[src/source/decode_defines.svh]
`ifndef DECODE_DEFINES_SVH
`define DECODE_DEFINES_SVH

// ==========================================================
// Instruction geometry
// ==========================================================

// Every instruction word is 32 bits wide
`define INSTR_WIDTH 32

// The major opcode occupies the least significant bits
`define OPCODE_WIDTH 7

// Function code that selects the operation under R2 and FLT
`define FUNC_WIDTH 7

// Each register specifier addresses one of 32 registers
`define REG_WIDTH 5

// The branch increment takes the bits left over at the top of the word
// With the widths above this works out to three bits
`define INC_WIDTH (`INSTR_WIDTH - `FUNC_WIDTH - 3 * `REG_WIDTH - `OPCODE_WIDTH)

`endif
[src/source/decodePkg.sv]
`include "decode_defines.svh"

package decodePkg;

	// ==========================================================
	// Major opcodes
	// ==========================================================

	// Codes missing from this list are unused and decode as illegal
	typedef enum logic [`OPCODE_WIDTH-1:0]
	{
		// Register and immediate arithmetic
		OP_R2     = 7'd2,
		OP_FLT    = 7'd3,
		OP_ADDI   = 7'd4,
		OP_SUBFI  = 7'd5,
		OP_CMPI   = 7'd6,
		OP_MULI   = 7'd7,
		OP_DIVI   = 7'd8,
		OP_ANDI   = 7'd9,
		OP_ORI    = 7'd10,
		OP_EORI   = 7'd11,
		OP_SHIFT  = 7'd12,
		OP_SLTI   = 7'd13,
		OP_SLTUI  = 7'd14,
		OP_MOV    = 7'd15,
		OP_CSR    = 7'd16,
		// Subroutine calls and returns
		OP_BSR    = 7'd32,
		OP_JSR    = 7'd33,
		OP_RTD    = 7'd34,
		// Conditional branches, signed and unsigned compare
		OP_BCC    = 7'd40,
		OP_BCCU   = 7'd41,
		// Loads and stores
		OP_LOAD   = 7'd64,
		OP_LOADU  = 7'd65,
		OP_STORE  = 7'd72,
		// The all ones code is a no-operation
		OP_NOP    = 7'd127
	} opcode_t;

	// ==========================================================
	// Function codes
	// ==========================================================

	// R2 functions are in the lower half and FLT functions start at 32
	typedef enum logic [`FUNC_WIDTH-1:0]
	{
		FN_ADD    = 7'd4,
		FN_SUB    = 7'd5,
		FN_CMP    = 7'd6,
		FN_MUL    = 7'd8,
		FN_DIV    = 7'd9,
		FN_AND    = 7'd12,
		FN_OR     = 7'd13,
		FN_EOR    = 7'd14,
		FN_NAND   = 7'd16,
		FN_NOR    = 7'd17,
		FN_SLT    = 7'd24,
		FN_SLTU   = 7'd25,
		FN_SEQ    = 7'd26,
		FN_SNE    = 7'd27,
		// Only FABS, FNEG and FCMP are handled by the integer ALU
		FN_FABS   = 7'd32,
		FN_FNEG   = 7'd33,
		FN_FCMP   = 7'd34,
		FN_FADD   = 7'd35,
		FN_FMUL   = 7'd36
	} func_t;

	// Access size taken from the low two bits of func on memory opcodes
	typedef enum logic [1:0]
	{
		SZ_BYTE   = 2'd0,
		SZ_WYDE   = 2'd1,
		SZ_TETRA  = 2'd2,
		SZ_OCTA   = 2'd3
	} memSize_t;

	// ==========================================================
	// Instruction and decode result
	// ==========================================================

	// Fields are listed from the most significant bit down
	typedef struct packed
	{
		logic [`INC_WIDTH-1:0]  inc;
		logic [`FUNC_WIDTH-1:0] func;
		logic [`REG_WIDTH-1:0]  rs2;
		logic [`REG_WIDTH-1:0]  rs1;
		logic [`REG_WIDTH-1:0]  rd;
		opcode_t                opcode;
	} instruction_t;

	// Everything the later stages need from one instruction
	typedef struct packed
	{
		logic                   alu;
		logic                   load;
		logic                   store;
		logic                   memUnsigned;
		memSize_t               memSize;
		logic                   branch;
		logic                   jump;
		logic                   illegal;
		logic                   writesRd;
		logic [`REG_WIDTH-1:0]  rd;
		logic [`REG_WIDTH-1:0]  rs1;
		logic [`REG_WIDTH-1:0]  rs2;
	} decoded_t;

endpackage

[src/source/decodeAlu.sv]
`timescale 1ns/1ps

// Flags instructions that need a slot on the integer ALU
module decodeAlu
(
	input  decodePkg::instruction_t instr,
	output logic                    alu
);

	// Walks the opcode first and only looks at func where the opcode is shared
	function automatic logic fnIsAlu(input decodePkg::instruction_t ir);
		logic isAlu;
		isAlu = 1'b0;
		case (ir.opcode)
			// ==========================================================
			// Register to register forms
			// ==========================================================
			decodePkg::OP_R2:
				case (ir.func)
					decodePkg::FN_ADD:  isAlu = 1'b1;
					decodePkg::FN_SUB:  isAlu = 1'b1;
					decodePkg::FN_CMP:  isAlu = 1'b1;
					decodePkg::FN_MUL:  isAlu = 1'b1;
					decodePkg::FN_DIV:  isAlu = 1'b1;
					decodePkg::FN_AND:  isAlu = 1'b1;
					decodePkg::FN_OR:   isAlu = 1'b1;
					decodePkg::FN_EOR:  isAlu = 1'b1;
					decodePkg::FN_NAND: isAlu = 1'b1;
					decodePkg::FN_NOR:  isAlu = 1'b1;
					decodePkg::FN_SLT:  isAlu = 1'b1;
					decodePkg::FN_SLTU: isAlu = 1'b1;
					decodePkg::FN_SEQ:  isAlu = 1'b1;
					decodePkg::FN_SNE:  isAlu = 1'b1;
					// Any other function under R2 is not implemented
					default:            isAlu = 1'b0;
				endcase
			// Sign manipulation and compare are plain bit operations
			// The arithmetic float functions have no unit here
			decodePkg::OP_FLT:
				case (ir.func)
					decodePkg::FN_FABS: isAlu = 1'b1;
					decodePkg::FN_FNEG: isAlu = 1'b1;
					decodePkg::FN_FCMP: isAlu = 1'b1;
					default:            isAlu = 1'b0;
				endcase
			// ==========================================================
			// Immediate forms and miscellaneous
			// ==========================================================
			decodePkg::OP_ADDI:  isAlu = 1'b1;
			decodePkg::OP_SUBFI: isAlu = 1'b1;
			decodePkg::OP_CMPI:  isAlu = 1'b1;
			decodePkg::OP_MULI:  isAlu = 1'b1;
			decodePkg::OP_DIVI:  isAlu = 1'b1;
			decodePkg::OP_ANDI:  isAlu = 1'b1;
			decodePkg::OP_ORI:   isAlu = 1'b1;
			decodePkg::OP_EORI:  isAlu = 1'b1;
			decodePkg::OP_SHIFT: isAlu = 1'b1;
			decodePkg::OP_SLTI:  isAlu = 1'b1;
			decodePkg::OP_SLTUI: isAlu = 1'b1;
			decodePkg::OP_MOV:   isAlu = 1'b1;
			decodePkg::OP_CSR:   isAlu = 1'b1;
			// A NOP still occupies an ALU slot so it retires in order
			decodePkg::OP_NOP:   isAlu = 1'b1;
			// ==========================================================
			// Control flow that also produces a result
			// ==========================================================
			// Calls write the link register
			decodePkg::OP_BSR,
			decodePkg::OP_JSR:
				isAlu = 1'b1;
			// The return adjusts the stack pointer on the way out
			decodePkg::OP_RTD:
				isAlu = 1'b1;
			// A branch with a nonzero increment also bumps a loop register
			decodePkg::OP_BCC,
			decodePkg::OP_BCCU:
				isAlu = |ir.inc;
			// Memory and unused opcodes never go to the ALU
			default:
				isAlu = 1'b0;
		endcase
		return isAlu;
	endfunction

	assign alu = fnIsAlu(instr);

endmodule

[src/source/decodeBranch.sv]
`timescale 1ns/1ps

// Splits control flow into conditional branches and unconditional transfers
module decodeBranch
(
	input  decodePkg::instruction_t instr,
	output logic                    branch,
	output logic                    jump
);

	always_comb
	begin
		branch = 1'b0;
		jump   = 1'b0;
		case (instr.opcode)
			// ==========================================================
			// Conditional
			// ==========================================================
			// The compare is signed for BCC and unsigned for BCCU
			// Both resolve later in the branch unit
			decodePkg::OP_BCC,
			decodePkg::OP_BCCU:
				branch = 1'b1;
			// ==========================================================
			// Unconditional
			// ==========================================================
			// Relative and register indirect calls
			decodePkg::OP_BSR,
			decodePkg::OP_JSR:
				jump = 1'b1;
			// Return counts as a jump because the target is always taken
			decodePkg::OP_RTD:
				jump = 1'b1;
			// Nothing else redirects the fetch stream
			default:
			begin
				branch = 1'b0;
				jump   = 1'b0;
			end
		endcase
	end

endmodule

[src/source/decodeMem.sv]
`timescale 1ns/1ps

// Recognizes loads and stores and pulls out the access attributes
module decodeMem
(
	input  decodePkg::instruction_t instr,
	output logic                    load,
	output logic                    store,
	output logic                    memUnsigned,
	output decodePkg::memSize_t     memSize
);

	// Set for any of the three memory opcodes
	logic isMem;

	always_comb
	begin
		load        = 1'b0;
		store       = 1'b0;
		memUnsigned = 1'b0;
		case (instr.opcode)
			decodePkg::OP_LOAD:
				load = 1'b1;
			// Same as a load except the value is zero extended
			decodePkg::OP_LOADU:
			begin
				load        = 1'b1;
				memUnsigned = 1'b1;
			end
			decodePkg::OP_STORE:
				store = 1'b1;
			default:
			begin
				load        = 1'b0;
				store       = 1'b0;
				memUnsigned = 1'b0;
			end
		endcase
	end

	assign isMem = load | store;

	// The low two bits of func carry the size on memory opcodes
	// Everything else reports byte so the output register never sees junk
	assign memSize = isMem ? decodePkg::memSize_t'(instr.func[1:0]) : decodePkg::SZ_BYTE;

endmodule

[src/source/decodeStage.sv]
`timescale 1ns/1ps

// Instruction decode stage with a single output register
module decodeStage
(
	input  logic                    clk,
	input  logic                    arstN,
	input  decodePkg::instruction_t instr,
	input  logic                    instrValid,
	input  logic                    stall,
	output decodePkg::decoded_t     decoded,
	output logic                    outValid
);

	// ==========================================================
	// Classifier outputs
	// ==========================================================

	logic                isAlu;
	logic                isLoad;
	logic                isStore;
	logic                isUnsigned;
	decodePkg::memSize_t sizeSel;
	logic                isBranch;
	logic                isJump;

	// Result for the instruction on the input this cycle
	decodePkg::decoded_t nextDecoded;

	// The three classifiers look at the same word in parallel
	decodeAlu aluDec
	(
		.instr (instr),
		.alu   (isAlu)
	);

	decodeMem memDec
	(
		.instr       (instr),
		.load        (isLoad),
		.store       (isStore),
		.memUnsigned (isUnsigned),
		.memSize     (sizeSel)
	);

	decodeBranch branchDec
	(
		.instr  (instr),
		.branch (isBranch),
		.jump   (isJump)
	);

	// ==========================================================
	// Combine into one result
	// ==========================================================

	always_comb
	begin
		nextDecoded.alu         = isAlu;
		nextDecoded.load        = isLoad;
		nextDecoded.store       = isStore;
		nextDecoded.memUnsigned = isUnsigned;
		nextDecoded.memSize     = sizeSel;
		nextDecoded.branch      = isBranch;
		nextDecoded.jump        = isJump;
		// An encoding that no classifier claims cannot be executed
		nextDecoded.illegal     = ~(isAlu | isLoad | isStore | isBranch | isJump);
		// Conditional branches only update the loop register through inc
		// so they never target rd
		// Register zero is hardwired and never counts as a destination
		nextDecoded.writesRd    = (isAlu | isLoad | isJump) & ~isBranch & (|instr.rd);
		// Register specifiers go through untouched for the register read stage
		nextDecoded.rd          = instr.rd;
		nextDecoded.rs1         = instr.rs1;
		nextDecoded.rs2         = instr.rs2;
	end

	// ==========================================================
	// Output register
	// ==========================================================

	// Stall freezes the whole register and drops whatever is on the input
	// Without stall the valid level simply follows the input strobe
	always_ff @(posedge clk or negedge arstN)
	begin
		if (!arstN)
		begin
			decoded  <= '0;
			outValid <= 1'b0;
		end
		else if (!stall)
		begin
			decoded  <= nextDecoded;
			outValid <= instrValid;
		end
	end

endmodule

[config.mk]
export PLATFORM = sky130hd
export DESIGN_NAME = decodeStage
export DESIGN_NICKNAME = d
export VERILOG_FILES = /design/src/source/decodePkg.sv /design/src/source/decodeAlu.sv /design/src/source/decodeBranch.sv /design/src/source/decodeMem.sv /design/src/source/decodeStage.sv
export VERILOG_INCLUDE_DIRS = /design/src /design/src/source
export SDC_FILE = /design/constraint.sdc
export NUM_CORES = 1
export LEC_CHECK = 0
export BUFFER_PORTS_ARGS = -buffer_cell sky130_fd_sc_hd__buf_2
export CORE_ASPECT_RATIO = 1.5
export CORE_MARGIN = 5
export CORE_UTILIZATION = 40
export DETAILED_ROUTE_END_ITERATION = 16
export PLACE_DENSITY = 0.84
export SLEW_MARGIN = 20
export SYNTH_ARGS = -nofsm -noshare
export SYNTH_HDL_FRONTEND = slang
export SYNTH_SLANG_ARGS = --single-unit
[constraint.sdc]
create_clock -name clk -period 2.4 [get_ports clk]
set_input_delay 0 -clock clk [delete_from_list [all_inputs] [get_ports clk]]
set_output_delay 0 -clock clk [all_outputs]
set_load 0.005 [all_outputs]
# Word-level counts from Yosys, hierarchy flattened

Memories as Yosys holds them, arrays and structs flattened.
Index checks and enable logic that the tools add are counted.

Output and inout port bits: 26
Word-level logic and storage cells: 68
Memories kept: 1
Memory bits (read-only): 32
Input bits: 36
Register bits after elaboration: 26

Memory list:

| memory          | words | width | rd ports | clocked after Yosys merged registers in | wr ports | line            | source |
|---|---|---|---|---|---|---|---|
| (no name shown) | 32    | 1     | 1        | 0                                       | 0        | decodeAlu.sv:19 | `case (ir.func)` |

Eq/ne operators: 27
Reduce and logical (&&, ||, !) cells: 8
Bitwise logic cells: 10
Multiplexer cells: 9

Operators by type and width:

| kind                                                                  | count |
|---|---|
| 7-bit by 4-bit equality test with 1-bit output, second input constant | 8 |
| 7-bit by 6-bit equality test with 1-bit output, second input constant | 8 |
| 7-bit by 3-bit equality test with 1-bit output, second input constant | 4 |
| 7-bit equality test, second input constant                            | 4 |
| 17-bit OR reduction                                                   | 1 |
| 7-bit by 2-bit equality test with 1-bit output, second input constant | 2 |
| 3-bit OR reduction                                                    | 3 |
| 7-bit by 5-bit equality test with 1-bit output, second input constant | 1 |
| 1-bit two-way mux                                                     | 7 |
| 1-bit OR                                                              | 6 |
| 5-bit OR reduction                                                    | 1 |
| 1-bit one-hot mux with 4 select lines                                 | 1 |
| 2-bit OR reduction                                                    | 2 |
| 1-bit AND                                                             | 2 |
| 2-bit logical NOT                                                     | 1 |
| 2-bit two-way mux                                                     | 1 |
| 1-bit inverter                                                        | 2 |

# Logic depth before layout (Yosys ltp)

Depth after elaboration: 9
Mapped depth: 5
Mapped depth without buffers: 5

# Modules after synthesis

A second synthesis with hierarchy kept.

Cells, all modules: 94
Area, all modules: 1256.2 sq um

Modules (own cells, without submodules):

| module       | times used | sequential area each (sq um) | cells each | area an instance (sq um) |
|---|---|---|---|---|
| decodeStage  | 1          | 650.6                        | 61         | 1016.0 |
| decodeAlu    | 1          | 0.0                          | 23         | 138.9 |
| decodeMem    | 1          | 0.0                          | 7          | 66.3 |
| decodeBranch | 1          | 0.0                          | 3          | 35.0 |

# Least setup slack after synthesis

OpenSTA, ideal clock, no wires.

Kind: input -> register
From: in instr[0] (netlist bit)
To: reg decoded[16] (netlist bit)
Setup time: 0.140 ns
Required time: 2.260 ns
Buffers on the path: 0
Slack: 1.296 ns
Stages on the path: 5
Data arrival time: 0.965 ns
Path through: or4b_1 -> a211oi_2 -> o2111ai_1 -> nand3_2 -> o41ai_1

Cells in the longest elaborated chain, start to end: 8
Elaborated cells between the ends (all ways): 38
Those cells by class: eq/ne (24); mux (5); bitwise (5); reduce/logical (4)

Ends and longest elaborated chain:

| item                                                                              | line                             | source |
|---|---|---|
| start, declared                                                                   | decodeStage.sv:8                 | `input decodePkg::instruction_t instr,` |
| 7-bit by 3-bit equality test with 1-bit output, or another cell as far along      | decodeAlu.sv:14                  | `case (ir.opcode)` |
| 17-bit OR reduction (no line), or another cell as far along                       | -                                |  |
| 1-bit one-hot mux with 4 select lines / 1-bit two-way mux (equally long branches) | decodeAlu.sv:14, decodeMem.sv:21 |  |
| 1-bit OR (3 in series)                                                            | decodeStage.sv:67                | `nextDecoded.illegal = ~(isAlu \| isLoad \| isStore \| isBranch \| isJump);` |
| 1-bit OR (*)                                                                      | decodeStage.sv:67                |  |
| 1-bit inverter (*)                                                                | decodeStage.sv:67                |  |
| end signal, assigned                                                              | decodeStage.sv:93                | `decoded <= nextDecoded;` |
| end, declared                                                                     | decodeStage.sv:11                | `output decodePkg::decoded_t decoded,` |

Every way passes the cells marked *; elsewhere a longest branch is shown, timed or not.
A chain may end at the register's enable or synchronous reset.

# Worst setup path after layout

From: in instr[7] (netlist bit)
To: reg decoded[15] (netlist bit)

Cells in the longest elaborated chain, start to end: 2

Ends and longest elaborated chain:

| item               | line              | source |
|---|---|---|
| 5-bit OR reduction | decodeStage.sv:71 | `nextDecoded.writesRd = (isAlu \| isLoad \| isJump) & ~isBranch & (\|instr.rd);` |
| 1-bit AND          | decodeStage.sv:71 |  |

Every way passes these cells.

==> flow_metrics.tcl <==
set metrics [dict create \
    endpoint_kind "flip-flop" \
    setup_tns_ns 0 \
    cp.arrival_ns 1.76 \
    clkTransAtPathRegs_ns 0.08 \
    synth.avg_cell_area_um2 12.2 \
    gp_congestion 0.775 \
    syn2layout_area_growth_pct 47.0 \
    rsz0062_at_grt "no" \
    worstSkewPairLatency_ns 0.26 \
    status "completed" \
    dp.cells 194 \
    synth.area.top_cells "dfrtp_1 55%, mux2_2 17%, nand2_1 4.1%" \
    crit_path_start_kind "primary input" \
    pre_cts_ws_ns 1.03 \
    ys_seq_area_share_pct 54.5 \
    dpl.hpwl_mm 2.27 \
    postSynthCellCount 98 \
    grt_pass1_wl_mm 5.45 \
    finalCritPeriodShare_pct 66.7 \
    nFillCells 247 \
    antenna_found_initial 0 \
    grt_pass1_vias 1267 \
    worstMarginPinSlew_ns 0.638 \
    dr_total_vias 1095 \
    cts_resized 0 \
    viasPerCell 5.09 \
    synthesis.nets 134 \
    grt_usage_pct 17.0 \
    fin_worst_hold_slack_ns 0.0151 \
    drt-initial-drc-count 13 \
    num_antenna_cells 0 \
    leakagePower_nw 0.854 \
    port_buffers 61 \
    synth.distinct_cells 29 \
    drv_slew 0 \
    async_reset_ff_share_pct 100 \
    ant_nets 0 \
    path_class "in2reg" \
    ios 62 \
    synth.cell_area_um2 1190 \
    synth_common_cells "26 x dfrtp_1, 18 x mux2_2, 13 x nand2_1" \
    peakVddDrop_v 0.000379 \
    firstDrtPassIters 6 \
    cts_buffers 3 \
    relSlewSlack_pct 57.5 \
    rows 24 \
    yosys.area.top_type "dfrtp_1" \
    cts_tree "built" \
    yosysMostFrequentCell "dfrtp_1" \
    min_period_ns 1.60 \
    synth.top_cell.area_share_pct 54.5 \
    setup_viol 0 \
    pwr_density_cell_nw_per_um2 509 \
    wl_per_cell_um 14.9 \
    synth_edf_count 0 \
    die_w_um 54.6 \
    nets 214 \
    start_util_pct 41.4 \
    yosysWarnings 0 \
    hold_viol 0 \
    grt_overflow 0 \
    core_area_um2 2880 \
    wirelength_mm 3.21 \
    cp_max_fo 2 \
    die_h_um 76.9 \
    cts_root_buffer "clkbuf_8" \
    hold_class "in2reg" \
    synth-seq-cells 26 \
    fin_skew_ns 0 \
    clock-sinks 26 \
    fin_ws_ns 0.799 \
    htreeDepth 1 \
    max_freq_mhz 624 \
    drc 0 \
    cts_buffer_depth 2 \
    ys.flop_type "dfrtp_1" \
    grt_max_degree 34 \
    drive_gt1_share_pct 48.9 \
    stdcell_count 215 \
    dieArea_um2 4200 \
    required_ns 2.56 \
    maxCapViolations 0 \
]
[metrics by stage]
step                power (mW)  area (um2)  util, %
CTS                      0.904        1750     60.9
finish                   0.893        1750     60.9
global route             0.945        1750     60.9
floorplan                0.556        1190        -
detailed placement       0.646        1530     53.2
global placement         0.638        1530     53.2
[power breakdown]
group          internal (mW)  leakage (nW)  switching, mW
registers              0.471         0.323         0.0170
logic                 0.0977         0.510         0.0752
clock network          0.112        0.0216          0.120
[path summary, 6_finish.rpt]
kind	start	to	slack (ns)	cells after the start
max	instr[7]	decoded[15]$_DFFE_PN0N_	0.80	7
max reg2reg	decoded[15]$_DFFE_PN0N_	decoded[15]$_DFFE_PN0N_	1.53	2
min in group asynchronous	arstN	decoded[3]$_DFFE_PN0N_	0.27	2
max in group asynchronous	arstN	decoded[23]$_DFFE_PN0N_	1.76	2
min reg2reg	decoded[22]$_DFFE_PN0N_	decoded[22]$_DFFE_PN0N_	0.49	2
min	instr[23]	decoded[20]$_DFFE_PN0N_	0.02	3
[critical path, stage by stage]
cell and delay [ns]:
dlygate4sd3_1 0.55, buf_2 0.13, or4_1 0.52, nor2_1 0.13
nor3_1 0.07, a22o_1 0.21, a21o_1 0.14
[sequential cells by signal, indices dropped and copies added, names as in the netlist]
| register | flops |
|---|---|
| outValid | 1 |
| decoded | 25 |
[cell families after synthesis]
| group | share of synthesized area (%) |
|---|---|
| AND/OR/NAND/NOR | 16.9 |
| buffers and inverters | 1.57 |
| flip-flops | 54.5 |
| AO/OA/AOI/OAI | 9.12 |
| multiplexers | 17.9 |
[routing by layer]
layer | up-vias | track usage (%) | wire (um)
met3 | 6 | 5.43 | 340
met2 | 57 | 28.2 | 1610
met5 | - | 0 | 0
li1 | 517 | - | -
met1 | 515 | 19.1 | 1220
met4 | 0 | 7.23 | 43
[cells in the final DEF, fill, tap and decap left out, types with 2 or more instances in the layout]
cell           instances
dfrtp_1               26
dlygate4sd3_1         18
nor3_1                 3
nor2_1                 6
o41ai_1                2
mux2_2                18
clkbuf_8               3
nand2_1               13
o21ai_0                4
buf_2                 61
a211oi_2               2
[layout make-up]
cell class	count	area, um2	share of cell area (%)
clock buffer	3	41.3	2.35
inverter	1	3.75	0.214
multi-input combinational	67	524	29.9
sequential	26	651	37.1
tap	39	48.8	2.78
timing repair buffer	79	485	27.7
[what timing repair did]
| action | in CTS | in global routing |
|---|---|---|
| hold buffers | 18 | 0 |
| endpoints found under the setup margin | 0 | 0 |
| buffers inserted | 0 | 0 |
| endpoints found under the hold margin | 43 | 0 |
(Power assumes the default switching activity.)
